===== src/icache_config.svh =====
`ifndef ICACHE_CONFIG_SVH
`define ICACHE_CONFIG_SVH

// ==================================================
// cache geometry
// ==================================================

// physical fetch address width in bits
`define ICACHE_ADDR_W 32

// associativity, tree plru assumes four
`define ICACHE_WAYS 4

// number of sets per way
`define ICACHE_SETS 16

// ==================================================
// line, beat and word sizes in bytes
// ==================================================

// one cache line
`define ICACHE_LINE_BYTES 32
// one memory response beat
`define ICACHE_BEAT_BYTES 8
// one fetched instruction word
`define ICACHE_WORD_BYTES 4

`endif


===== src/icache_pkg.sv =====
`include "icache_config.svh"

package icache_pkg;

  // address field widths
  localparam int OFFSET_W = $clog2(`ICACHE_LINE_BYTES);
  localparam int SET_W    = $clog2(`ICACHE_SETS);
  localparam int TAG_W    = `ICACHE_ADDR_W - SET_W - OFFSET_W;

  // beats per line and beat index width
  localparam int BEATS  = `ICACHE_LINE_BYTES / `ICACHE_BEAT_BYTES;
  localparam int BEAT_W = $clog2(BEATS);

  // lsb of beat index and word select inside the address
  localparam int BEAT_LSB = $clog2(`ICACHE_BEAT_BYTES);
  localparam int WORD_LSB = $clog2(`ICACHE_WORD_BYTES);

  // way index width
  localparam int WAY_W = $clog2(`ICACHE_WAYS);

  typedef logic [`ICACHE_ADDR_W-1:0]         addr_t;
  typedef logic [TAG_W-1:0]                  tag_t;
  typedef logic [SET_W-1:0]                  set_t;
  typedef logic [8*`ICACHE_BEAT_BYTES-1:0]   beat_t;
  typedef logic [8*`ICACHE_WORD_BYTES-1:0]   word_t;
  typedef logic [WAY_W-1:0]                  way_t;
  // data ram address, set above beat
  typedef logic [SET_W+BEAT_W-1:0]           data_idx_t;

endpackage


===== src/icache_ram.sv =====
`timescale 1ns/1ps

module icache_ram #(
  parameter type entry_t = logic [7:0],
  parameter int  DEPTH   = 16
) (
  input  logic                     clk_i,
  input  logic                     rst_i,
  input  logic                     rd_en_i,
  input  logic [$clog2(DEPTH)-1:0] rd_idx_i,
  input  logic                     wr_en_i,
  input  logic [$clog2(DEPTH)-1:0] wr_idx_i,
  input  entry_t                   wr_data_i,
  output entry_t                   rd_data_o
);

  // storage, no reset on the array itself
  entry_t mem_q [DEPTH];

  // single write port
  always_ff @(posedge clk_i) begin
    if (wr_en_i) begin
      mem_q[wr_idx_i] <= wr_data_i;
    end
  end

  // registered read, holds value when not enabled
  always_ff @(posedge clk_i or negedge rst_i) begin
    if (!rst_i) begin
      rd_data_o <= '0;
    end else if (rd_en_i) begin
      rd_data_o <= mem_q[rd_idx_i];
    end
  end

endmodule


===== src/icache_way.sv =====
`timescale 1ns/1ps
`include "icache_config.svh"

module icache_way
  import icache_pkg::*;
#(
  parameter way_t WAY_ID = '0
) (
  input  logic              clk_i,
  input  logic              rst_i,
  // lookup side
  input  logic              rd_en_i,
  input  set_t              rd_set_i,
  input  logic [BEAT_W-1:0] rd_beat_i,
  input  tag_t              cmp_tag_i,
  // refill side
  input  way_t              wr_sel_i,
  input  logic              wr_beat_en_i,
  input  data_idx_t         wr_idx_i,
  input  beat_t             wr_data_i,
  input  logic              tag_wr_i,
  input  set_t              wr_set_i,
  input  tag_t              wr_tag_i,
  input  logic              flush_clr_i,
  // results
  output logic              hit_o,
  output logic              valid_o,
  output beat_t             rd_data_o
);

  logic [`ICACHE_SETS-1:0] valid_q;
  logic                    rd_valid_q;
  tag_t                    rd_tag;
  logic                    way_sel;
  logic                    data_we;
  logic                    tag_we;

  // writes only land in the way picked as victim
  assign way_sel = (wr_sel_i == WAY_ID);
  assign data_we = way_sel && wr_beat_en_i;
  assign tag_we  = way_sel && tag_wr_i;

  // ==================================================
  // tag and data arrays
  // ==================================================

  icache_ram #(
    .entry_t (tag_t),
    .DEPTH   (`ICACHE_SETS)
  ) u_tag_ram (
    .clk_i     (clk_i),
    .rst_i     (rst_i),
    .rd_en_i   (rd_en_i),
    .rd_idx_i  (rd_set_i),
    .wr_en_i   (tag_we),
    .wr_idx_i  (wr_set_i),
    .wr_data_i (wr_tag_i),
    .rd_data_o (rd_tag)
  );

  // data indexed by set then beat
  icache_ram #(
    .entry_t (beat_t),
    .DEPTH   (`ICACHE_SETS * BEATS)
  ) u_data_ram (
    .clk_i     (clk_i),
    .rst_i     (rst_i),
    .rd_en_i   (rd_en_i),
    .rd_idx_i  ({rd_set_i, rd_beat_i}),
    .wr_en_i   (data_we),
    .wr_idx_i  (wr_idx_i),
    .wr_data_i (wr_data_i),
    .rd_data_o (rd_data_o)
  );

  // valid bits, cleared by flush, set with the tag
  always_ff @(posedge clk_i or negedge rst_i) begin
    if (!rst_i) begin
      valid_q <= '0;
    end else if (flush_clr_i) begin
      valid_q <= '0;
    end else if (tag_we) begin
      valid_q[wr_set_i] <= 1'b1;
    end
  end

  // valid read flopped in step with the tag ram
  always_ff @(posedge clk_i or negedge rst_i) begin
    if (!rst_i) begin
      rd_valid_q <= 1'b0;
    end else if (rd_en_i) begin
      rd_valid_q <= valid_q[rd_set_i];
    end
  end

  assign valid_o = rd_valid_q;
  assign hit_o   = rd_valid_q && (rd_tag == cmp_tag_i);

endmodule


===== config.mk =====
export PLATFORM = sky130hd
export DESIGN_NAME = icache_way
export DESIGN_NICKNAME = d
export VERILOG_FILES = /design/src/icache_pkg.sv /design/src/icache_ram.sv /design/src/icache_way.sv
export VERILOG_INCLUDE_DIRS = /design/src /design/src/src
export SDC_FILE = /design/constraint.sdc
export NUM_CORES = 2
export LEC_CHECK = 0
export ABC_AREA = 0
export BUFFER_PORTS_ARGS = -buffer_cell sky130_fd_sc_hd__buf_2
export CORE_AREA = 3 3 566 568
export CTS_CLUSTER_DIAMETER = 50
export DETAILED_ROUTE_END_ITERATION = 8
export DIE_AREA = 0 0 569 571
export GPL_TIMING_DRIVEN = 0
export PLACE_DENSITY = 0.74
export SLEW_MARGIN = 10
export SYNTH_ARGS = -nofsm -noshare
export SYNTH_HDL_FRONTEND = slang
export SYNTH_MEMORY_MAX_BITS = 65536
export SYNTH_SLANG_ARGS = --single-unit

===== constraint.sdc =====
create_clock -name clk_i -period 5 [get_ports clk_i]
set_input_delay 0.25 -clock clk_i [delete_from_list [all_inputs] [get_ports clk_i]]
set_output_delay 0.25 -clock clk_i [all_outputs]
set_load 0.02 [all_outputs]

---- After elaboration in Yosys (flattened, before gate mapping) ----
Memory sizes are Yosys's and may differ from the RTL's. A register that Yosys moved wholly into a read port is not among the register bits.
Index checks and enable logic that the tools add are counted.
storage, ports and cells
  memories ................................ 2
  register bits ........................... 17
  RAM bits ................................ 4464
  input port bits ......................... 134
  output and inout port bits .............. 66
  logic and storage cells ................. 27
cells by class
  $lt $le $gt $ge ......................... 3
  equal/unequal tests ..................... 1
  reduce and logical (&&, ||, !) cells .... 8
  mux-type cells .......................... 10
  bitwise operators ....................... 1
memory list
  memory            depth  bits a word  rd ports  clocked after memory_dff  write ports  RTL line          RTL
  u_data_ram.mem_q  64     64           1         1                         1            icache_ram.sv:18  entry_t mem_q [DEPTH];
  u_tag_ram.mem_q   16     23           1         1                         1            icache_ram.sv:18
operators with widths
  cell                                                                                 number
  16-bit two-way mux                                                                   2
  23-bit equality test                                                                 1
  16-bit OR                                                                            1
  4-bit by 5-bit < comparator with 1-bit output, second input constant                 2
  1-bit two-way mux                                                                    6
  1-bit binary-select mux with 4-bit select                                            1
  1-bit demux with 4-bit select                                                        1
  4-bit by 1-bit greater-or-equal comparator with 1-bit output, second input constant  1
  1-bit logical AND                                                                    4
  1-bit zero test                                                                      2
  2-bit zero test                                                                      1
  2-bit nonzero test                                                                   1

---- Longest topological paths before layout ----
  depth after elaboration ................. 7
  mapped depth ............................ 10

---- Hierarchy ----
From an unflattened synthesis, not the netlist that was laid out.
second synthesis, totals
  cell total of the unflattened synthesis .. 8134
  area total of the unflattened synthesis .. 173953.1 sq um
modules (own cells, without submodules)
  module                    cells an instance  sequential area each (sq um)  area each (sq um)  instances
  icache_ram at u_data_ram  7394               124599.5                      157956.5           1
  icache_ram at u_tag_ram   637                11626.2                       14939.3            1
  icache_way                103                425.4                         1057.3             1

---- Worst setup path before layout ----
OpenSTA, ideal clock, no wires.
  kind .................................... input to register
  start point ............................. in wr_idx_i[5]
  end point ............................... mem u_data_ram.mem_q[32][0] (netlist bit) (enable)
  arrival ................................. 3752 ps
  required time ........................... 4514 ps
  slack ................................... 761 ps
  stages .................................. 4
  buffers on the path ..................... 2
  cells stage by stage .................... clkbuf_1 > or3b_2 > clkbuf_1 > nor2_1
RTL lines
  element          RTL line          RTL
  start, declared  icache_way.sv:19  input data_idx_t wr_idx_i,
  end, declared    icache_ram.sv:18
Straight into the memory's write port.

==> out/qor.csv <==
stage,metric,value,unit
global_route,GR Overflow Total,0,
synth,"Top FF cell, synth",edfxtp_1,
detailed_routing,DRC,0,
detailed_routing,1st-iter DRT viols,13769,
synth,Synth Net Count,8325,
sta,final hold violations,0,
clock_tree,CTS resizes,0,
synth,"FFs w/ async S/R, synth",2.28,%
sta,final setup vio count,0,
worst_setup_path,arrival time worst endpoint,5080,ps
sta,Worst Tran Pin Value,1400,ps
placement,placed cell areas,0.185,mm2
synth,register area share after synthesis,78.8,%
die,width of the die,569,um
worst_setup_path,FF-to-FF path depth,6,
clock_tree,CTS Buf Count,437,
die,area of the core,0.315,mm2
detailed_routing,post-detailed-route count of antenna-violating nets,0,
detailed_routing,WL/cell,34.3,um
worst_setup_path,Critical R2R Launch,u_data_ram.rd_data_o[26],
worst_setup_path,capture point of the worst reg-to-reg path,u_data_ram.rd_data_o[26],
synth,Syn Inst Count,8191,
final_layout,layout cells sized above 1,22.5,%
global_route,GR Util met1,37.0,%
detailed_routing,vias post-DR,90862,
worst_setup_path,Critical Path End Type,flip-flop,
sta,skew final,74.6,ps
die,number of top-level pins,200,
placement,DP HPWL,313000,um
sta,fmax,0.239,GHz
die,Die Ht,571,um
power,Pleak,0.0656,uW
global_route,GRT Overall Usage,28.6,%
die,std cell rows,206,
power,Power Dens Cells,399,mW/mm2
final_layout,fin util,63.5,%
clock_tree,Worst-path clk slew,60,ps
worst_setup_path,CP cell instances,buf_2 -> buf_2 -> buf_2 -> buf_2 -> nand3_2 -> clkbuf_1 -> nor2_1 -> nor3_1 -> a32oi_1 -> a221o_1,
synth,Yosys cell types,37,
detailed_routing,DR pass1 iterations,8,
worst_setup_path,CP peak stage delay,1020,ps
placement,Final Wtd Congestion,0.863,
placement,port buffer count,191,
power,VDD IR max,0.348,mV
global_route,first-pass GRT wire length,662000,um
worst_setup_path,worst-path fanout max,14,
detailed_routing,final wirelength,470000,um
sta,setup ws final,808,ps
global_route,M3 GR Usage,7.67,%
final_layout,Finished Layout Cells,13697,
synth,yosys warns,0,
global_route,largest net degree at the start of global routing,70,
flow_run,max-cap check violation count,0,
clock_tree,Clock Tree Buf Depth,4,
final_layout,synthesis-to-layout area growth,15.4,%
placement,Setup WS pre-CTS,293,ps
sta,fin crit period,4190,ps
global_route,busiest grt layer,met2,
worst_setup_path,"Req. time, crit path",5890,ps
global_route,M2 GR Usage,46.0,%
final_layout,area of the multi-input gates,0.0352,mm2
sta,Worst slew margin,6.53,%
worst_setup_path,WS Path Type,in -> reg,
sta,Slew Limit Fails,0,
clock_tree,cts hold-fix bufs,56,
synth,Post-synth EDFFs,4464,
sta,Setup TNS,0,ps
final_layout,# fillers,20038,
worst_setup_path,CP Launch Type,primary input,
synth,mapped cell area,0.173,mm2
global_route,vias in the first global route,91112,
worst_setup_path,Worst path most repeated cell,buf_2,
placement,Inst Count DP,12762,
worst_setup_path,worst setup path startpoint,rd_beat_i[0],
run_status,status,finished clean,
final_layout,Finished Cell Area,0.200,mm2
worst_setup_path,Reg2Reg Setup Slack,2210,ps
worst_setup_path,Worst path slowest cell,nand3_2,
global_route,antenna violations before repair,45,
clock_tree,Post-CTS Setup Inserts,0,
final_layout,register area,0.137,mm2
die,starting density of the core,55.0,%
clock_tree,CTS tree,built,
detailed_routing,drt via density,6.63,
synth,Avg Inst Size Synth,21.2,um2
clock_tree,H-tree Lvls,5,
sta,RSZ-0062 raised after global routing,no,
clock_tree,Clock Tree Root,clkbuf_16,
synth,Seq cells post-synth,4568,
hold_path,worst min path class,in -> reg,
clock_tree,Worst-Skew Late Latency,990,ps
clock_tree,clock sink total,4568,
sta,fin crit share,83.8,%
die,die area,0.325,mm2
final_layout,final net count,9238,
worst_setup_path,Critical Path End,u_data_ram.rd_data_o[21],
[worst min-delay path by stage]
stage	start	end	slack (ps)	depth (start not counted)
after floorplan	rst_i	u_data_ram.rd_data_o[0]	-50	0
after global placement	valid_q[4]	valid_q[4]	480	2
after detailed placement	rst_i	u_tag_ram.rd_data_o[21]	160	1
after CTS	wr_data_i[42]	u_data_ram.mem_q[4][42]	4	1
after global routing	tag_wr_i	u_tag_ram.mem_q[4][5]	50	3
final	tag_wr_i	u_tag_ram.mem_q[4][5]	60	3
[synth_stat cells, drive strengths merged, types with 6 or more instances]
cell type  instances  area [um2]
clkbuf           200         758
nor2             171         642
a221o             64         641
o22ai            192        1200
mux4             696       15700
buf              270        1400
edfxtp          4464      134000
mux2              24         270
a22oi            384        2880
xor2              16         140
nand2            140         526
nand2b            68         425
a221oi            64         561
nand3             68         345
mux2i            896        8970
o21ai            128         641
a32oi             64         561
nor2b              6        37.5
xnor2              7        61.3
dfrtp            104        2600
or3               66         413
nor3              69         345
[cells by family after synthesis]
kind of cell	Yosys count	synth area share (%)
flip-flops	4568	78.8
multiplexers	1616	14.4
XOR/XNOR	23	0.116
AO/OA/AOI/OAI	901	3.77
AND/OR/NAND/NOR	613	1.69
buffers and inverters	470	1.24
[worst max-delay path, delay by kind of cell]
| family | cells | cell delay (ps) |
|---|---|---|
| AND/OR/NAND/NOR | 3 | 1320 |
| AO/OA/AOI/OAI | 2 | 640 |
| buffers and inverters | 5 | 2760 |
[cell type report]
| type | instances | area share, % |
|---|---|---|
| buffer | 470 | 1.09 |
| multi-input combinational | 3153 | 17.6 |
| sequential | 4568 | 68.3 |
| clock buffer | 550 | 5.78 |
| clock inverter | 267 | 1.48 |
| tap | 4160 | 2.60 |
| antenna | 55 | 0.0688 |
| timing repair buffer | 474 | 3.09 |
[through the flow]
stage | total power, uW | hold slack (ps)
after detailed placement | 47200 | 157
final | 79800 | 56.2
after CTS | 79800 | 4.47
after floorplan | 45200 | -45.6
after global placement | 47000 | 475
after global routing | 81600 | 53.0
[power breakdown]
group          internal, uW  total (uW)  leakage (uW)  switching, uW
combinational          1350        4060        0.0172           2710
clock                 18800       33300       0.00702          14400
sequential            42200       42400        0.0414            225
[per-layer routing]
layer	vias to the layer above	part of all wire (%)
li1	36237	-
met1	47143	35
met2	6326	48
met3	1126	12
met4	30	4.9
met5	-	0.067
[sequential cells by signal, indices dropped and copies added (netlist names)]
| signal | flops |
|---|---|
| u_data_ram.mem_q | 4096 |
| u_tag_ram.mem_q | 368 |
| u_data_ram.rd_data_o | 64 |
| u_tag_ram.rd_data_o | 23 |
| valid_q | 16 |
| valid_o | 1 |
[placed cells by master, fill, tap and decap left out, drive strengths merged, types with 3 or more instances in the layout]
master and count:
nand4 4, a22oi 384, nand3 68, nand3b 4
nor4 4, a221o 64, nor2b 6, nand2b 68
nor2 171, clkbuf 750, mux2 24, xor2 16
o21ba 5, buf 685, clkinvlp 23, a32oi 64
clkinv 182, mux2i 896, nand4b 3, dfrtp 104
bufinv 45, diode 55, or3 66, dlygate4sd3 59
inv 17, mux4 696, nor3 69, xnor2 7
nand4bb 3, nand2 140, o22ai 192, edfxtp 4464
o21ai 128, a221oi 64
No activity file was read; power rests on OpenSTA's default activity.
