<file path="src/icache_config.svh">
`ifndef ICACHE_CONFIG_SVH
`define ICACHE_CONFIG_SVH

// ==================================================
// cache geometry
// ==================================================

// physical fetch address width in bits
`define ICACHE_ADDR_W 32

// associativity, tree plru assumes four
`define ICACHE_WAYS 4

// number of sets per way
`define ICACHE_SETS 16

// ==================================================
// line, beat and word sizes in bytes
// ==================================================

// one cache line
`define ICACHE_LINE_BYTES 32
// one memory response beat
`define ICACHE_BEAT_BYTES 8
// one fetched instruction word
`define ICACHE_WORD_BYTES 4

`endif

</file>
<file path="src/icache_pkg.sv">
`include "icache_config.svh"

package icache_pkg;

  // address field widths
  localparam int OFFSET_W = $clog2(`ICACHE_LINE_BYTES);
  localparam int SET_W    = $clog2(`ICACHE_SETS);
  localparam int TAG_W    = `ICACHE_ADDR_W - SET_W - OFFSET_W;

  // beats per line and beat index width
  localparam int BEATS  = `ICACHE_LINE_BYTES / `ICACHE_BEAT_BYTES;
  localparam int BEAT_W = $clog2(BEATS);

  // lsb of beat index and word select inside the address
  localparam int BEAT_LSB = $clog2(`ICACHE_BEAT_BYTES);
  localparam int WORD_LSB = $clog2(`ICACHE_WORD_BYTES);

  // way index width
  localparam int WAY_W = $clog2(`ICACHE_WAYS);

  typedef logic [`ICACHE_ADDR_W-1:0]         addr_t;
  typedef logic [TAG_W-1:0]                  tag_t;
  typedef logic [SET_W-1:0]                  set_t;
  typedef logic [8*`ICACHE_BEAT_BYTES-1:0]   beat_t;
  typedef logic [8*`ICACHE_WORD_BYTES-1:0]   word_t;
  typedef logic [WAY_W-1:0]                  way_t;
  // data ram address, set above beat
  typedef logic [SET_W+BEAT_W-1:0]           data_idx_t;

endpackage

</file>
<file path="src/icache_ctrl.sv">
`timescale 1ns/1ps
`include "icache_config.svh"

module icache_ctrl
  import icache_pkg::*;
(
  input  logic                    clk_i,
  input  logic                    rst_i,
  // fetch side
  input  logic                    fetch_req_i,
  input  addr_t                   fetch_addr_i,
  output logic                    fetch_ready_o,
  output logic                    fetch_valid_o,
  output word_t                   fetch_data_o,
  // flush
  input  logic                    flush_i,
  output logic                    flush_done_o,
  // memory request and response
  output logic                    mem_a_valid_o,
  output addr_t                   mem_a_addr_o,
  input  logic                    mem_a_ready_i,
  input  logic                    mem_d_valid_i,
  input  beat_t                   mem_d_data_i,
  output logic                    mem_d_ready_o,
  // way array control
  output logic                    rd_en_o,
  output set_t                    rd_set_o,
  output logic [BEAT_W-1:0]       rd_beat_o,
  output tag_t                    cmp_tag_o,
  output way_t                    wr_sel_o,
  output logic                    wr_beat_en_o,
  output data_idx_t               wr_idx_o,
  output beat_t                   wr_data_o,
  output logic                    tag_wr_o,
  output logic                    flush_clr_o,
  input  logic [`ICACHE_WAYS-1:0] way_hit_i,
  input  beat_t                   way_data_i [`ICACHE_WAYS],
  // replacement unit
  input  way_t                    victim_i,
  output logic                    plru_hit_o,
  output way_t                    hit_way_o
);

  typedef enum logic [2:0] {IDLE, LOOKUP, MISS_REQ, REFILL, REREAD} state_e;

  state_e            state_q;
  state_e            state_d;
  addr_t             addr_q;
  way_t              victim_q;
  logic [BEAT_W-1:0] beat_cnt_q;
  logic              lookup_hit;
  logic              victim_ld;
  beat_t             hit_beat;

  // ==================================================
  // hit detect and word select
  // ==================================================

  assign lookup_hit = |way_hit_i;

  // one-hot hit vector to index
  always_comb begin
    hit_way_o = '0;
    for (int w = 0; w < `ICACHE_WAYS; w++) begin
      if (way_hit_i[w]) begin
        hit_way_o = way_t'(w);
      end
    end
  end

  assign hit_beat     = way_data_i[hit_way_o];
  // word half picked by address bit 2
  assign fetch_data_o = hit_beat[addr_q[WORD_LSB]*$bits(word_t) +: $bits(word_t)];

  // array reads use the new fetch when accepting, else the latched one
  assign rd_set_o  = fetch_ready_o ? fetch_addr_i[OFFSET_W +: SET_W]
                                   : addr_q[OFFSET_W +: SET_W];
  assign rd_beat_o = fetch_ready_o ? fetch_addr_i[BEAT_LSB +: BEAT_W]
                                   : addr_q[BEAT_LSB +: BEAT_W];
  assign cmp_tag_o = addr_q[`ICACHE_ADDR_W-1 -: TAG_W];

  // refill writes into the latched victim
  assign wr_sel_o     = victim_q;
  assign wr_idx_o     = {addr_q[OFFSET_W +: SET_W], beat_cnt_q};
  assign wr_data_o    = mem_d_data_i;
  assign mem_a_addr_o = {addr_q[`ICACHE_ADDR_W-1:OFFSET_W], {OFFSET_W{1'b0}}};

  // ==================================================
  // fetch fsm
  // ==================================================

  always_comb begin
    state_d       = state_q;
    fetch_ready_o = 1'b0;
    fetch_valid_o = 1'b0;
    flush_done_o  = 1'b0;
    flush_clr_o   = 1'b0;
    mem_a_valid_o = 1'b0;
    mem_d_ready_o = 1'b0;
    rd_en_o       = 1'b0;
    wr_beat_en_o  = 1'b0;
    tag_wr_o      = 1'b0;
    plru_hit_o    = 1'b0;
    victim_ld     = 1'b0;
    case (state_q)
      IDLE: begin
        // flush only from idle, done in the same cycle
        if (flush_i) begin
          flush_clr_o  = 1'b1;
          flush_done_o = 1'b1;
        end else begin
          fetch_ready_o = 1'b1;
          if (fetch_req_i) begin
            rd_en_o = 1'b1;
            state_d = LOOKUP;
          end
        end
      end
      LOOKUP: begin
        if (lookup_hit) begin
          fetch_valid_o = 1'b1;
          plru_hit_o    = 1'b1;
          // next fetch may follow straight away
          fetch_ready_o = 1'b1;
          if (fetch_req_i) begin
            rd_en_o = 1'b1;
          end else begin
            state_d = IDLE;
          end
        end else begin
          // miss, request goes out now
          mem_a_valid_o = 1'b1;
          victim_ld     = 1'b1;
          state_d       = mem_a_ready_i ? REFILL : MISS_REQ;
        end
      end
      MISS_REQ: begin
        mem_a_valid_o = 1'b1;
        if (mem_a_ready_i) begin
          state_d = REFILL;
        end
      end
      REFILL: begin
        mem_d_ready_o = 1'b1;
        if (mem_d_valid_i) begin
          wr_beat_en_o = 1'b1;
          // tag and valid with the last beat
          if (beat_cnt_q == BEAT_W'(BEATS - 1)) begin
            tag_wr_o = 1'b1;
            state_d  = REREAD;
          end
        end
      end
      REREAD: begin
        // re-read the filled line, hit follows in lookup
        rd_en_o = 1'b1;
        state_d = LOOKUP;
      end
      default: begin
        state_d = IDLE;
      end
    endcase
  end

  always_ff @(posedge clk_i or negedge rst_i) begin
    if (!rst_i) begin
      state_q    <= IDLE;
      beat_cnt_q <= '0;
    end else begin
      state_q <= state_d;
      // wraps back to zero after the last beat
      if (wr_beat_en_o) begin
        beat_cnt_q <= beat_cnt_q + 1'b1;
      end
    end
  end

  // request address and victim
  always_ff @(posedge clk_i) begin
    if (fetch_req_i && fetch_ready_o) begin
      addr_q <= fetch_addr_i;
    end
    if (victim_ld) begin
      victim_q <= victim_i;
    end
  end

endmodule

</file>
<file path="config.mk">
export PLATFORM = sky130hd
export DESIGN_NAME = icache_ctrl
export DESIGN_NICKNAME = d
export VERILOG_FILES = /design/src/icache_pkg.sv /design/src/icache_ctrl.sv
export VERILOG_INCLUDE_DIRS = /design/src /design/src/src
export SDC_FILE = /design/constraint.sdc
export NUM_CORES = 1
export LEC_CHECK = 0
export BUFFER_PORTS_ARGS = -buffer_cell sky130_fd_sc_hd__buf_2
export CAP_MARGIN = 20
export CORE_AREA = 2 2 211 213
export DETAILED_ROUTE_END_ITERATION = 12
export DIE_AREA = 0 0 213 215
export GPL_TIMING_DRIVEN = 0
export PLACE_DENSITY = 0.44
export SYNTH_ARGS = -nofsm -noshare
export SYNTH_HDL_FRONTEND = slang
export SYNTH_SLANG_ARGS = --single-unit
</file>
<file path="constraint.sdc">
create_clock -name clk_i -period 3 [get_ports clk_i]
set_clock_uncertainty 0.05 [all_clocks]
set_input_delay 0.3 -clock clk_i [delete_from_list [all_inputs] [get_ports clk_i]]
set_output_delay 0.3 -clock clk_i [all_outputs]
set_load 0.05 [all_outputs]
</file>
* After elaboration in Yosys (flattened, before gate mapping)
Index checks and enable logic that the tools add are counted.
** Storage, ports and cells
- Flip-flop bits (word level) :: 39
- Output and inout bits :: 177
- Word-level logic and storage cells :: 59
** Operators by class
- $add $sub $neg :: 1
- $lt $le $gt $ge :: 1
- Equal/unequal tests :: 11
- Shift operators :: 1
- Mux-type cells :: 36
- Bitwise logic cells :: 1
- Reduce and logical (&&, ||, !) cells :: 4
** Operator list (count)
- 64-bit binary-select mux with 2-bit select :: 1
- 64-bit two-way mux :: 2
- 64-bit by 7-bit indexed part select with 32-bit output :: 1
- 3-bit two-way mux :: 7
- 1-bit two-way mux :: 18
- 3-bit case mux with 5 select lines :: 1
- 2-bit != test, second input constant :: 5
- 3-bit by 2-bit equality test with 1-bit output, second input constant :: 2
- 2-bit two-way mux :: 3
- 6-bit AND reduction :: 1
- 4-bit two-way mux :: 1
- 1-bit case mux with 2 select lines :: 2
- 4-bit OR reduction :: 1
- 3-bit by 1-bit equality test with 1-bit output, second input constant :: 1
- 3-bit equality test, second input constant :: 1
- 3-bit >= comparator, second input constant :: 1
- 3-bit zero test :: 1
- 3-bit != test, second input constant :: 1
- 2-bit inverter with 3-bit output :: 1
- 1-bit case mux with 3 select lines :: 1
- 2-bit by 1-bit adder with 2-bit output, second input constant :: 1
- 2-bit equality test, second input constant :: 1
- 1-bit logical AND :: 1

* Logic depth before layout (Yosys ltp)
- Depth after elaboration :: 8
- Mapped depth :: 7
- Depth with buffers taken out :: 5

* Worst setup path before layout
OpenSTA, ideal clock, no wires.
- Path kind :: input to output
- Start point :: input port way_hit_i[2]
- End point :: output port fetch_data_o[10]
- Arrival time :: 2369 ps
- Data required time :: 2650 ps
- Slack :: 281 ps
- Stages :: 7
- Cell sequence :: buf_6 nand2b_1 nor2b_1 inv_1 clkbuf_1 o21ai_0 a22oi_1
** On the way
- Longest elaborated chain between the ends :: 7
** Ends and longest elaborated chain
- from (decl) :: RTL line icache_ctrl.sv:36 : input logic [`ICACHE_WAYS-1:0] way_hit_i,
- 2-bit two-way mux (2 in a row) :: RTL line icache_ctrl.sv:65 : if (way_hit_i[w]) begin
- named net hit_way_o[0] :: RTL line icache_ctrl.sv:41 : output way_t hit_way_o
- 2-bit inverter with 3-bit output (not written as such) :: RTL line icache_ctrl.sv:71 : assign hit_beat = way_data_i[hit_way_o];
- 64-bit binary-select mux with 2-bit select :: RTL line icache_ctrl.sv:71
- 64-bit two-way mux (not written as such) (2 in a row) :: RTL line icache_ctrl.sv:71
- 64-bit by 7-bit indexed part select with 32-bit output :: RTL line icache_ctrl.sv:73 : assign fetch_data_o = hit_beat[addr_q[WORD_LSB]*$bits(word_t) +: $bits(word_t)];
- to (decl) :: RTL line icache_ctrl.sv:14 : output word_t fetch_data_o,
The timed path passes the listed nets, and every way through them passes these cells. The select of a mux whose other input is x is not followed.

* Final worst setup path
- Start point :: register addr_q[2]
- End point :: output port fetch_data_o[14]
** On the way
- Longest elaborated chain between the ends :: 1
** Ends and longest elaborated chain
- from (decl) :: RTL line icache_ctrl.sv:48 : addr_t addr_q;
- from (signal assigned) :: RTL line icache_ctrl.sv:181 : addr_q <= fetch_addr_i;
- 64-bit by 7-bit indexed part select with 32-bit output :: RTL line icache_ctrl.sv:73
Every way passes these cells.

==> qor.yml <==
run_status:
  status: "finished clean"
floorplan:
  start_util: 0.106
  dieArea_mm2: 0.0458
  fp-row-count: 77
  io_pins: 541
  fp.dieW_um: 213
  fp.dieH_um: 215
  core_mm2: 0.0436
placement:
  io_buffers: 468
  dp_hpwl_mm: 26.2
  place_area_mm2: 0.00777
  gp_congestion: 0.819
cells_and_area:
  mostFrequentLayoutCells: "476 x buf_2, 129 x a21oi_1, 126 x buf_4, 65 x nor2_1, 64 x o21ai_0"
  postLayoutCellArea_mm2: 0.00795
  finalNetCount: 1489
  utilization: 0.182
  final_common_cell: "buf_2"
  area_delta_synth_final_pct: 71.4
  drive_gt1_frac: 0.592
cts:
  cts_tree: "yes"
  root_buffer: "clkbuf_16"
  max-clock-path-buffers: 2
  cts_made_buffers: 5
  clkSinkCount: 37
  clk_latency_ps: 280
  htreeDepth: 2
  path_clk_slew_ps: 60
worst_setup_path:
  cp-start-kind: "register"
  crit_path_cell_trace: "clkbuf_2, clkbuf_1, a21oi_1, a22oi_1, buf_2"
  path_delay_family: "buffers and inverters"
  critPathMaxStageDelay_ps: 610
  worstSetupEndpointType: "primary output"
  cp_num_buf_inv: 3
  required_ps: 2650
  slowest_stage: "clkbuf_1"
  critical_path_class: "reg -> out"
  critPathMaxFanout: 10
  critPathArrivalTime_ps: 2500
synthesis:
  yosysTopAreaCell: "edfxtp_1"
  synth_edf_count: 32
  yosys_warnings: 0
  ys_ff_latch: 37
  synth_top_flop_cell: "edfxtp_1"
  async_reset_ff_frac: 0.135
  yosys-top-cells-area: "edfxtp_1 21%, buf_4 20%, a21oi_1 14%"
  synth_top_area_share: 0.207
  synth_cell_types: 37
  avgSynthCellArea_um2: 7.21
  synthesis.area_mm2: 0.00463
  yosysSeqAreaShare: 0.234
  synthCells: 643
sta:
  tightestPinTransition_ps: 873
  maxSlewViolCount: 0
  finalCritPeriodShare: 0.951
  setup_tns_ps: 0
  max_freq_ghz: 0.350
  max-slew-margin-rel: 0.418
  hold_viol: 0
  setup_viol: 0
  fin_crit_ps: 2850
  rsz0062_at_grt: "yes"
global_route:
  grt-ovfl-total: 0
  grt_pass1_vias: 6364
  grt_max_degree: 22
  antenna_found_initial: 5
  grt_pass1_wl_mm: 40.9
  grt.total_usage: 0.125
power_and_ir_drop:
  p_leak_nw: 4.08
  p_per_area_mw_per_mm2: 586
  ir_drop_uv: 381
drt:
  drt-initial-drc-count: 211
  post_drt_wl_per_cell_um: 17.9
  wl_mm: 30.8
  top_layer: "met5"
  drc: 0
  first_pass_iters: 5
  antenna_left: 0
  avgViaCountPerCell: 3.64
  route.met2.wl_mm: 15.2
  wl_met3_mm: 2.15
  wl_met1_mm: 12.3
  vias: 6262
flow_run:
  max_cap_violations: 0
min_path:
  min_path_type: "in -> reg"
## worst reg2reg max path, cell delays in order, from the launching register on
cell and delay [ps]:
dfrtp_1 360, clkbuf_1 190, nor3b_1 390, nand2_2 110
o21a_1 130, buf_6 150, inv_4 60, and2_1 490
buf_16 240
## through the flow
step / power [mW] / instances / setup WS [ps] / hold WS, ps
floorplan: 3.22 / 647 / 281 / -45.6
global placement: 4.14 / 1707 / -197 / 75.4
detailed placement: 4.19 / 1709 / -227 / 76.9
CTS: 4.72 / 1718 / 9.18 / 125
global route: 4.92 / 1719 / -56.0 / 132
finish: 4.66 / 1719 / 146 / 137
## sequential cells by signal, summed over array words and instances (netlist names)
name,flops
addr_q,30
beat_cnt_q,2
state_q,3
wr_sel_o,2
## power breakdown
group          switching, mW  internal, mW
registers             0.0672         0.708
clock network          0.205         0.305
logic                   2.34          1.03
## cells by family after synthesis
group,Yosys count,share of synthesized area
multiplexers,39,0.0996
buffers and inverters,210,0.277
XOR/XNOR,1,0.00189
other,1,0.000809
adder cells (fa/ha/maj),1,0.00270
AO/OA/AOI/OAI,232,0.272
flip-flops,37,0.234
AND/OR/NAND/NOR,122,0.112
## Yosys cell counts, types with 5 or more instances
library cell / number
inv_1: 35
buf_4: 125
dfrtp_1: 5
nor2_1: 65
mux2_2: 33
nand2_1: 35
buf_2: 8
a22oi_1: 32
edfxtp_1: 32
o21ai_0: 64
clkbuf_1: 38
a21oi_1: 130
mux2_4: 6
## area by class of cell
cell class	instances	area [µm²]
Tap cell	592	741
Clock inverter	2	10.0
Buffer	173	1160
Multi-Input combinational cell	400	2280
Antenna cell	2	5.00
Inverter	36	138
Clock buffer	6	129
Fill cell	5045	35700
Sequential cell	37	1090
Timing Repair Buffer	471	2390
## final timing paths
kind / slack (ps) / end / start / cells after the start
max in group asynchronous: 2440 / beat_cnt_q[0] / rst_i / 2
min reg2reg: 450 / beat_cnt_q[0] / beat_cnt_q[0] / 1
min in group asynchronous: 330 / beat_cnt_q[1] / rst_i / 2
max: 150 / fetch_data_o[14] / addr_q[2] / 5
min: 140 / wr_sel_o[1] / victim_i[1] / 1
max reg2reg: 530 / addr_q[27] / state_q[1] / 8
## routing by layer
metal	track usage	vias to the layer above
li1	-	3042
met1	0.141	2789
met2	0.231	386
met3	0.0180	39
met4	0.0534	6
met5	0	-
## timing repair
action,4_1_cts,5_1_grt
resized for setup,11,4
setup buffers,0,0
hold endpoints to repair,5,0
hold buffers,1,0
endpoints found under the setup margin,32,9
No activity file was read; power rests on OpenSTA's default activity.
