===== src/icache_config.svh =====
`ifndef ICACHE_CONFIG_SVH
`define ICACHE_CONFIG_SVH

// ==================================================
// cache geometry
// ==================================================

// physical fetch address width in bits
`define ICACHE_ADDR_W 32

// associativity, tree plru assumes four
`define ICACHE_WAYS 4

// number of sets per way
`define ICACHE_SETS 16

// ==================================================
// line, beat and word sizes in bytes
// ==================================================

// one cache line
`define ICACHE_LINE_BYTES 32
// one memory response beat
`define ICACHE_BEAT_BYTES 8
// one fetched instruction word
`define ICACHE_WORD_BYTES 4

`endif


===== src/icache_pkg.sv =====
`include "icache_config.svh"

package icache_pkg;

  // address field widths
  localparam int OFFSET_W = $clog2(`ICACHE_LINE_BYTES);
  localparam int SET_W    = $clog2(`ICACHE_SETS);
  localparam int TAG_W    = `ICACHE_ADDR_W - SET_W - OFFSET_W;

  // beats per line and beat index width
  localparam int BEATS  = `ICACHE_LINE_BYTES / `ICACHE_BEAT_BYTES;
  localparam int BEAT_W = $clog2(BEATS);

  // lsb of beat index and word select inside the address
  localparam int BEAT_LSB = $clog2(`ICACHE_BEAT_BYTES);
  localparam int WORD_LSB = $clog2(`ICACHE_WORD_BYTES);

  // way index width
  localparam int WAY_W = $clog2(`ICACHE_WAYS);

  typedef logic [`ICACHE_ADDR_W-1:0]         addr_t;
  typedef logic [TAG_W-1:0]                  tag_t;
  typedef logic [SET_W-1:0]                  set_t;
  typedef logic [8*`ICACHE_BEAT_BYTES-1:0]   beat_t;
  typedef logic [8*`ICACHE_WORD_BYTES-1:0]   word_t;
  typedef logic [WAY_W-1:0]                  way_t;
  // data ram address, set above beat
  typedef logic [SET_W+BEAT_W-1:0]           data_idx_t;

endpackage


===== src/icache_plru.sv =====
`timescale 1ns/1ps
`include "icache_config.svh"

module icache_plru
  import icache_pkg::*;
(
  input  logic                    clk_i,
  input  logic                    rst_i,
  input  set_t                    set_i,
  input  logic [`ICACHE_WAYS-1:0] valid_i,
  input  logic                    hit_i,
  input  way_t                    hit_way_i,
  output way_t                    victim_o
);

  // root bit picks a half, leaf bit picks a way inside it
  logic [`ICACHE_SETS-1:0]      root_q;
  logic [`ICACHE_SETS-1:0][1:0] leaf_q;

  logic       root;
  logic [1:0] leaf;
  logic       inv_found;
  way_t       inv_way;
  way_t       lru_way;

  // ==================================================
  // state update on lookup hit
  // ==================================================

  always_ff @(posedge clk_i or negedge rst_i) begin
    if (!rst_i) begin
      root_q <= '0;
      leaf_q <= '0;
    end else if (hit_i) begin
      // remember the most recent half and the way within it
      root_q[set_i]               <= hit_way_i[1];
      leaf_q[set_i][hit_way_i[1]] <= hit_way_i[0];
    end
  end

  // ==================================================
  // victim choice
  // ==================================================

  assign root = root_q[set_i];
  assign leaf = leaf_q[set_i];

  // lowest numbered invalid way wins, scan from the top
  always_comb begin
    inv_found = 1'b0;
    inv_way   = '0;
    for (int w = `ICACHE_WAYS - 1; w >= 0; w--) begin
      if (!valid_i[w]) begin
        inv_found = 1'b1;
        inv_way   = way_t'(w);
      end
    end
  end

  // opposite half, then opposite of that half's leaf
  assign lru_way  = {~root, ~leaf[~root]};
  assign victim_o = inv_found ? inv_way : lru_way;

endmodule


===== config.mk =====
export PLATFORM = sky130hd
export DESIGN_NAME = icache_plru
export DESIGN_NICKNAME = d
export VERILOG_FILES = /design/src/icache_pkg.sv /design/src/icache_plru.sv
export VERILOG_INCLUDE_DIRS = /design/src /design/src/src
export SDC_FILE = /design/constraint.sdc
export NUM_CORES = 1
export LEC_CHECK = 0
export ABC_AREA = 1
export BUFFER_PORTS_ARGS = -buffer_cell sky130_fd_sc_hd__buf_2
export CORE_AREA = 2 2 92 94
export DETAILED_ROUTE_END_ITERATION = 10
export DIE_AREA = 0 0 94 96
export GPL_TIMING_DRIVEN = 0
export PLACE_DENSITY_LB_ADDON = 0.05
export SLEW_MARGIN = 20
export SYNTH_ARGS = -nofsm -noshare
export SYNTH_HDL_FRONTEND = slang
export SYNTH_SLANG_ARGS = --single-unit

===== constraint.sdc =====
create_clock -name clk_i -period 1.2 [get_ports clk_i]
set_clock_uncertainty 0.1 [all_clocks]
set_input_delay 0.12 -clock clk_i [delete_from_list [all_inputs] [get_ports clk_i]]
set_output_delay 0.12 -clock clk_i [all_outputs]
set_load 0.01 [all_outputs]

# Yosys cells after proc, flatten, opt, wreduce, memory -nomap -nowiden
# Index checks and enable logic that the tools add are counted.
# word_totals
reg_bits,48
in_bits,13
out_inout_bits,2
wordCells,49
# classes
n_lt_le_gt_ge,5
mux,23
bitwise,2
reduce_logical,2
# ops
cell,n
32-bit bitwise mux,1
16-bit bitwise mux,1
2-bit 2-to-1 mux,7
1-bit 2-to-1 mux,9
2-bit binary-select mux with 4-bit select,1
2-bit demux with 4-bit select,1
"4-bit by 5-bit < comparator with 1-bit output, second input constant",1
1-bit binary-select mux with 4-bit select,1
1-bit demux with 4-bit select,1
"4-bit by 1-bit greater-or-equal comparator with 1-bit output, second input constant",1
"1-bit by 2-bit < comparator with 1-bit output, second input constant",2
1-bit logical AND,2
1-bit inverter,2
1-bit demux with 1-bit select,1
"1-bit greater-or-equal comparator, second input constant",1

# Longest topological paths before layout
# Gate-level depths: netlist of run 1.
# logic_depth
depth_word,7
ltp_mapped,14
depth_no_buf,12

# Least setup slack after synthesis of run 1
# Ideal clock, no wire load.
# synth_path
kind,input to output
startpoint,input set_i[0]
endpoint,output victim_o[0]
arrival_ns,0.993
required_ns,0.980
path_slack_ns,-0.013
cell_stages,12
path_buffers,2
path_cell_list,buf_6 buf_4 nand2_1 nand2_1 nand2_1 nand2_1 nand2_1 nand2_1 nor2_2 nand2_1 nand3_1 nand2_1
# synth_between
elab_chain_cells,6
elab_cells_between_ends,8
classes_between,mux: 7; bitwise: 1
# synth_rtl
item,line_no,text
from (decl),icache_plru.sv:9,"input set_t set_i,"
2-bit binary-select mux with 4-bit select / 1-bit binary-select mux with 4-bit select (equally long branches),"icache_plru.sv:46, icache_plru.sv:45",
2-bit 2-to-1 mux (not written as such) / 1-bit 2-to-1 mux (equally long branches),"icache_plru.sv:46, icache_plru.sv:45",
1-bit 2-to-1 mux (not written as such) (*) (2 in a row),icache_plru.sv:61,"assign lru_way = {~root, ~leaf[~root]};"
1-bit inverter (*),icache_plru.sv:61,
2-bit 2-to-1 mux (*),icache_plru.sv:62,assign victim_o = inv_found ? inv_way : lru_way;
to (decl),icache_plru.sv:13,output way_t victim_o
# Mark *: on every way between the ends. The rest lies on a longest branch, timed or not. The select of a mux whose other input is x is not followed.

# Worst setup path in the final report of run 1
# layout_path
startpoint,register root_q[15]
endpoint,output victim_o[0]
# layout_between
elab_chain_cells,6
# layout_rtl
item,line_no,text
from (decl),icache_plru.sv:17,logic [`ICACHE_SETS-1:0] root_q;
"from (signal, indexed assignment)",icache_plru.sv:36,root_q[set_i] <= hit_way_i[1];
1-bit binary-select mux with 4-bit select,icache_plru.sv:45,assign root = root_q[set_i];
1-bit 2-to-1 mux (not written as such),icache_plru.sv:45,
1-bit 2-to-1 mux (not written as such) (2 in a row),icache_plru.sv:61,
1-bit inverter,icache_plru.sv:61,
2-bit 2-to-1 mux,icache_plru.sv:62,
# No other way between the ends. The select of a mux whose other input is x is not followed.

==> metrics.txt, run 1 <==
status=finished, violations left; failing checks=setup timing; Detail Route Antenna Nets=0; grt ovf=0; Crit Reg-Reg Endpoint=root_q[4]; n_diodes=0; initial core utilization=about 32%; Pwr Density=approximately 1400 nW/um2; Port Buf Inserts=12; RSZ-0062 raised after global routing=yes; Netlist cell types=20; gr usage total=17.8%; vias per cell=4.71; final count of negative-setup-slack endpoints=2; Post-Synthesis Cells=370; CTS Buf Count=5; Lkg Pwr=1.52 nW; Iter 0 DRT Violations=147; CTS tree=yes; routed length on met1=3.46 mm; hpwl dp=5.10 mm; Synth Area per Inst=approximately 7 um2; Max Slew Vio Count=0; Reg2Reg Setup Slack=roughly 0.35 ns; min-delay src=hit_way_i[0]; Non-Filler Instances=499; Hold Fails Final Rpt=0; Multi-input gate area=1220 um2; Max FO, Critical Path=2; DR vias=2349; crit end category=primary output; # clock sinks=48; Max Cap Violations=0; initial antenna violation count=0; Total Die Area=9020 um2; Die W=94 um; first-pass GRT wire length=12.0 mm; largest net degree at the start of global routing=49; metal2 WL=3.42 mm; Clock Latency Late Sink=0.30 ns; #FFs+latches synth=48; pre-CTS worst setup slack=-0.374 ns; Crit Path Class=flip-flop to primary output; DRC=0; Placed Cells incl. Taps=slightly below 500; TritonRoute pass-1 iters=4; Period minus WS final=around 1.7 ns; routed len/inst=14.5 um; clock-pin slew on the worst setup and hold paths=roughly 0.09 ns; synth warn=0; H-Tree Depth=2; # rows=33; hold path endpoint=leaf_q[16]; fin area=3040 um2; Clock Path Buffers=2; VDD IR max=535 uV; Final Net Count=406; dpl cell area=2810 um2; setup TNS=-0.966 ns; reg2reg path depth=3; CP arrival=1.49 ns; Slew HR=56.4%; Seq/Total Area, Yosys=46.3%; Final period util=142%; die height=96 um; top sig layer=met4; worst r2r src=root_q[4]; hold path depth=3; required time of the worst setup path=about 0.98 ns; post-route setup slack=-0.508 ns; Mapped Area=2600 um2; area grow syn2layout=17.1%; Root Buffer=clkbuf_8; share of layout cells above drive strength 1=17.8%; total core area=8050 um2; met3 wire len=around 270 um; register area=between 1000 and 1500 um2; Net Count, Synth=383; Post-Route WL=7.23 mm; vias in the first global route=~2200; GPL Wtd Cong=roughly 0.84; Peak Freq=0.585 GHz; Slew @ Worst Pin=0.654 ns; Hold Path Class=input port to flip-flop; I/O pin cnt=15; nature of the critical path startpoint=flip-flop; Filler cells=892
## cell usage after synthesis (all sizes together)
| library cell | count | area share [%] |
|---|---|---|
| a31oi | 11 | 2.7 |
| clkbuf | 6 | 0.87 |
| nor2 | 37 | 5.9 |
| dfrtp | 48 | 46 |
| clkinv | 1 | 0.14 |
| buf | 8 | 2.7 |
| nand2 | 155 | 23 |
| o21ai | 43 | 8.3 |
| inv | 46 | 6.7 |
| a21oi | 10 | 1.9 |
| nand3 | 5 | 2.0 |
## kinds of logic after synthesis
| logic type | share of synthesized area (%) |
|---|---|
| buffers and inverters | 10.4 |
| flip-flops | 46.3 |
| AND/OR/NAND/NOR | 30.5 |
| AO/OA/AOI/OAI | 12.9 |
## flip-flops by register name (all words and copies together) (netlist names)
register,cells
leaf_q,32
root_q,16
## through the flow
step / util [%] / hold slack, ns / total power, mW
after floorplan: - / -0.276 / 2.79
after global placement: 34.9 / 0.322 / 3.07
after detailed placement: 34.9 / 0.0994 / 3.08
after CTS: 36.5 / 0.0536 / 4.15
after global routing: 37.7 / 0.0788 / 4.46
final: 37.7 / 0.0452 / 4.15
## critical path, stage by stage, from the launching register on
cell and delay [ns]:
dfrtp_1 0.37, inv_1 0.07, nand2_1 0.05, nand2_1 0.06, nand2_1 0.06, nand2_1 0.07, nand2_1 0.06, nand2_2 0.08
inv_1 0.05, nand2_2 0.05, nand2_2 0.04, nand3_2 0.05, nand2_2 0.05, buf_6 0.11
## layout by cell type, fill, tap and decap left out, drive strengths merged
master	instances
clkbuf	14
buf	23
dlygate4sd3	1
o21ai	43
nor2	37
a21oi	10
clkinvlp	1
nand3	5
inv	46
dfrtp	48
a31oi	11
nand2	155
## where the power goes
part	leakage (nW)	internal (mW)	switching, mW
combinational	0.874	0.396	0.617
sequential	0.596	1.96	0.156
clock	0.0455	0.472	0.552
total	1.52	2.83	1.32
## metal layers
metal | track usage (%) | vias to the layer above
li1 | - | 1199
met1 | 24.4 | 1105
met2 | 28.9 | 39
met3 | 3.13 | 6
met4 | 5.80 | 0
met5 | 0 | -
## how the worst max path moves through the flow
stage / startpoint / to / slack [ns] / depth (start not counted)
after floorplan: set_i[0] / victim_o[0] / 0.002 / 14
after global placement: set_i[0] / victim_o[0] / -0.37 / 14
after detailed placement: hit_way_i[1] / leaf_q[2] / -0.37 / 5
after CTS: root_q[0] / victim_o[0] / -0.54 / 13
after global routing: root_q[0] / victim_o[0] / -0.67 / 12
final: root_q[15] / victim_o[0] / -0.51 / 13
## final cells by class
type	instances	area share, %
multi-input cells	261	40.1
repair buffers	16	3.33
clock buffers	8	2.96
well taps	105	4.32
plain buffers	14	3.62
inverters	47	6.18
flip-flops and latches	48	39.5
## timing repair
item                                   in CTS  in global routing
setup endpoints to repair                  12                 32
pin swaps                                   5                  7
resized for setup                           6                 32
buffers inserted                            2                  1
endpoints found under the hold margin      48                  0
hold buffers                                1                  0
No activity file was read; power rests on OpenSTA's default activity.
==> run 2, diff against run 1 <==
- clock period: 1.2 -> 1.8 ns (I/O delays scaled with it)
==> metrics.txt, run 2 (synthesis gave the netlist of run 1 again) <==
status=finished, violations left; failing checks=setup timing; Slew HR=53.4%; CTS Buf Count=5; gr usage total=18.1%; vias per cell=4.60; # rows=33; Max Cap Violations=0; largest net degree at the start of global routing=49; die height=96 um; Slew @ Worst Pin=0.699 ns; Total Die Area=9020 um2; Root Buffer=clkbuf_8; hpwl dp=5.13 mm; Hold Path Class=input port to flip-flop; DR vias=2284; fin area=between 2000 and 3000 um2; Clock Path Buffers=2; required time of the worst setup path=around 1.5 ns; Peak Freq=0.550 GHz; clock-pin slew on the worst setup and hold paths=0.09 ns; first-pass GRT wire length=12.0 mm; Die W=94 um; CP arrival=1.54 ns; Final Net Count=405; Detail Route Antenna Nets=0; RSZ-0062 raised after global routing=yes; Final Util=36.3%; Crit Path Class=flip-flop to primary output; routed len/inst=14.8 um; CTS tree=yes; crit end category=primary output; Multi-input gate area=1140 um2; Clock Latency Late Sink=about 0.30 ns; GPL Wtd Cong=0.816; VDD IR max=346 uV; Placed Cells incl. Taps=487; Pwr Density=949 nW/um2; Max FO, Critical Path=2; Top reg by flops=leaf_q; Hold Fails Final Rpt=0; Largest register FFs=32; Final period util=101%; nature of the critical path startpoint=flip-flop; register area=1200 um2; Period minus WS final=about 1.8 ns; Iter 0 DRT Violations=119; TritonRoute pass-1 iters=4; # clock sinks=48; vias in the first global route=2200; H-Tree Depth=2; final count of negative-setup-slack endpoints=1; Max Slew Vio Count=0; Largest regs=leaf_q: 32 flops, root_q: 16 flops; Lkg Pwr=between 1.5 and 2 nW; Filler cells=~900; dpl cell area=2790 um2; pre-CTS worst setup slack=0.0588 ns; commonest non-fill, non-tap cell in the layout=nand2_1; post-route setup slack=-0.0173 ns; Port Buf Inserts=12; initial core utilization=32.2%; initial antenna violation count=0; commonest non-fill, non-tap cells in the layout=nand2_1 (151), dfrtp_1 (48), inv_1 (42), nor2_1 (31), o21ai_0 (30); grt ovf=0; share of layout cells above drive strength 1=12.2%; n_diodes=0; total core area=8050 um2; area grow syn2layout=12.6%; Non-Filler Instances=497; I/O pin cnt=15; Post-Route WL=7.37 mm; final hold slack=between 0.1 and 0.15 ns; DRC=0
==> run 2: changes by cell type in the layout (fill, tap and decap cells not counted), sizes merged <==
cell and delta:
buf -1, clkbuf -1, clkinv +1, clkinvlp -1
==> run 2: path summary, 6_finish.rpt <==
| check | startpoint | endpoint | depth (start not counted) | slack, ns |
|---|---|---|---|---|
| min reg2reg | leaf_q[14] | leaf_q[14] | 2 | 0.39 |
| min in group asynchronous | rst_i | leaf_q[21] | 2 | 0.33 |
| max in group asynchronous | rst_i | root_q[4] | 2 | 0.83 |
| max reg2reg | leaf_q[6] | leaf_q[6] | 3 | 0.91 |
| max | root_q[8] | victim_o[0] | 13 | -0.02 |
| min | hit_way_i[0] | leaf_q[16] | 3 | 0.11 |
==> run 2: metal layers <==
layer / part of all wire, % / GRT usage [%] / vias up / wire (um)
met3: 3.4 / 3.13 / 10 / 254
met1: 47 / 23.4 / 1048 / 3440
li1: - / - / 1185 / -
met5: 0 / 0 / - / 0
met2: 48 / 30.1 / 41 / 3510
met4: 2.3 / 7.49 / 0 / 167
==> run 2: layout make-up <==
type / instances / share of cell area [%]
Multi-Input combinational cell: 261 / 38.9
Clock buffer: 7 / 3.30
Inverter: 47 / 6.12
Sequential cell: 48 / 41.1
Tap cell: 105 / 4.49
Buffer: 14 / 3.13
Timing Repair Buffer: 15 / 3.00
==> run 2: stage by stage <==
| step | power [mW] | TNS, ns |
|---|---|---|
| finish | 2.77 | -0.0173 |
| global route | 2.98 | -0.226 |
| CTS | 2.79 | -0.0363 |
| detailed placement | 2.05 | 0 |
| global placement | 2.04 | 0 |
| floorplan | 1.86 | 0 |
==> run 2: worst max-delay path, stage by stage, from the launching register on <==
cell	delay, ns
dfrtp_1	0.37
inv_1	0.08
nand2_1	0.06
nand2_1	0.10
nand2_1	0.06
nand2_1	0.05
nand2_1	0.06
nand2_2	0.07
inv_1	0.05
nand2_2	0.05
nand2_1	0.05
nand3_1	0.06
nand2_1	0.05
buf_2	0.13
==> run 2: what timing repair did <==
action | 4_1_cts | 5_1_grt
buffers inserted | 0 | 2
endpoints found under the setup margin | 1 | 2
hold buffers | 1 | 0
pin swaps | 1 | 6
gates resized for setup | 1 | 6
endpoints found under the hold margin | 48 | 0
==> run 2: report_power, final <==
part	total [mW]	switching (mW)	internal (mW)	leakage [nW]
Combinational	0.640	0.398	0.243	0.859
Sequential	1.41	0.101	1.31	0.596
Clock	0.725	0.382	0.343	0.0503
==> run 3, diff against run 2 <==
- BUFFER_PORTS_ARGS: -buffer_cell sky130_fd_sc_hd__buf_2 -> not set
- CORE_AREA: 2 2 92 94 -> 2 2 110 112
- DIE_AREA: 0 0 94 96 -> 0 0 112 114
- DONT_BUFFER_PORTS: not set -> 1
==> metrics.txt, run 3 (synthesis gave the netlist of run 1 again) <==
CP Cell Sequence=inv_1, nand2_1, nand2_1, nand2_1, nand2_1, nand2_1, nand2_2, nor2_2, a31oi_1; Pwr Density=1020 nW/um2; die height=114 um; share of layout cells above drive strength 1=10.0%; RSZ-0062 raised after global routing=yes; VDD IR max=approximately 310 uV; initial core utilization=22.2%; WP buf/inv=1; setup bufs post-CTS=0; CP top delay family=simple AND/OR/NAND/NOR gates; clock-pin slew on the worst setup and hold paths=0.07 ns; Final Net Count=392; Top reg by flops=leaf_q; Port Buf Inserts=0; min-delay src=hit_way_i[0]; Die W=about 110 um; vias per cell=about 4.3; hold path endpoint=leaf_q[22]; Hold Fails Final Rpt=0; final hold slack=0.0522 ns; TritonRoute pass-1 iters=4; gr usage total=14.1%; Filler cells=1353; worst r2r src=leaf_q[26]; Iter 0 DRT Violations=148; Slew HR=53.9%; Psw=0.933 mW; initial antenna violation count=0; sequential power share=about 46%; CTS tree=yes; Slew @ Worst Pin=0.691 ns; Reg2Reg Setup Slack=0.99 ns; Period minus WS final=~1.7 ns; Root Buffer=clkbuf_16; Crit Reg-Reg Endpoint=leaf_q[26]; Worst path most repeated cell=nand2_1; crit end category=primary output; Post-Route WL=8.47 mm; CP arrival=1.45 ns; I/O pin cnt=15; sw frac=30.6%; status=finished, final reports clean; Max Slew Vio Count=0; Crit Path Class=flip-flop to primary output; Largest register FFs=32; Lkg Pwr=1.48 nW; Max FO, Critical Path=2; largest net degree at the start of global routing=about 50; reg2reg path depth=2; hpwl dp=around 5.9 mm; Detail Route Antenna Nets=0; Power Internal=2.12 mW; H-Tree Depth=2; # rows=40; Peak Freq=0.578 GHz; Largest regs=leaf_q: 32 flops, root_q: 16 flops; GPL Wtd Cong=just under 0.8; final count of negative-setup-slack endpoints=0; CTS Buf Count=5; n_diodes=0; Hold Path Class=input port to flip-flop; DRC=0; commonest non-fill, non-tap cell in the layout=nand2_1; Max Cap Violations=0; total core area=approximately 12000 um2; first-pass GRT wire length=13.5 mm; Clock Path Buffers=2; dpl cell area=about 2800 um2; required time of the worst setup path=1.52 ns; DR vias=approximately 2200; grt ovf=0; Total Die Area=12800 um2; vias in the first global route=2235; hold path depth=2; nature of the critical path startpoint=flip-flop; part of the power in the clock network=approximately 33%; commonest non-fill, non-tap cells in the layout=nand2_1 (150), dfrtp_1 (48), inv_1 (42), o21ai_0 (30), nor2_1 (29); fin area=around 3000 um2; slowest stage delay, CP=0.37 ns; routed len/inst=16.1 um; Final period util=96.2%; # clock sinks=48; Clock Latency Late Sink=0.29 ns; slowest CP cell=dfrtp_1; area grow syn2layout=15.2%; Comb pwr share=20.5%
[run 3: how the worst max path moves through the flow]
stage	cells after the start	start	slack (ns)	endpoint
2_1_floorplan	12	set_i[0]	0.47	victim_o[0]
3_3_place_gp	5	hit_way_i[1]	0.08	leaf_q[0]
3_5_place_dp	5	hit_way_i[1]	0.08	leaf_q[12]
4_1_cts	9	leaf_q[1]	0.02	victim_o[0]
5_1_grt	9	root_q[5]	-0.01	victim_o[1]
6_report	9	root_q[5]	0.07	victim_o[1]
[run 3: metal layers]
| metal | track usage, % | vias up | share of wire, % |
|---|---|---|---|
| met5 | 0 | - | 0 |
| met4 | 3.66 | 0 | 1.1 |
| met3 | 2.44 | 8 | 3.0 |
| met2 | 22.3 | 26 | 45 |
| met1 | 20.2 | 1045 | 51 |
| li1 | - | 1165 | - |
[run 3: power by group through the flow]
stage	clock [mW]	sequential (mW)	combinational (mW)
2_1_floorplan	0	1.40	0.457
3_3_place_gp	0	1.42	0.595
3_5_place_dp	0	1.43	0.596
4_1_cts	1.06	1.41	0.635
5_1_grt	1.09	1.43	0.741
6_report	1.02	1.41	0.627
[run 3: layout make-up]
type | count | area, um2 | share of cell area [%]
Sequential cell | 48 | 1200 | 40.2
Multi-Input combinational cell | 261 | 1140 | 38.3
Tap cell | 147 | 184 | 6.15
Inverter | 47 | 179 | 5.98
Clock buffer | 7 | 153 | 5.10
Buffer | 14 | 91.3 | 3.05
Timing Repair Buffer | 2 | 37.5 | 1.26
[run 3: timing repair]
item,in CTS,in global routing
endpoints found under the hold margin,48,0
resized for setup,0,10
setup endpoints to repair,0,2
hold buffers,2,0
[run 3: worst reg2reg max path, cell delays in order, from the launching register on]
cell and delay, ns:
dfrtp_1 0.39, a21oi_1 0.12, a31oi_1 0.06
[run 3: metrics by stage]
step	setup WS (ns)	total power [mW]	TNS (ns)	util, %	instances
final	0.0685	3.05	0	25.5	526
after global routing	-0.0142	3.26	-0.0205	25.5	526
after CTS	0.0167	3.10	0	25.4	526
after detailed placement	0.0782	2.02	0	23.7	517
after global placement	0.0759	2.02	0	23.7	517
after floorplan	0.467	1.86	0	-	370
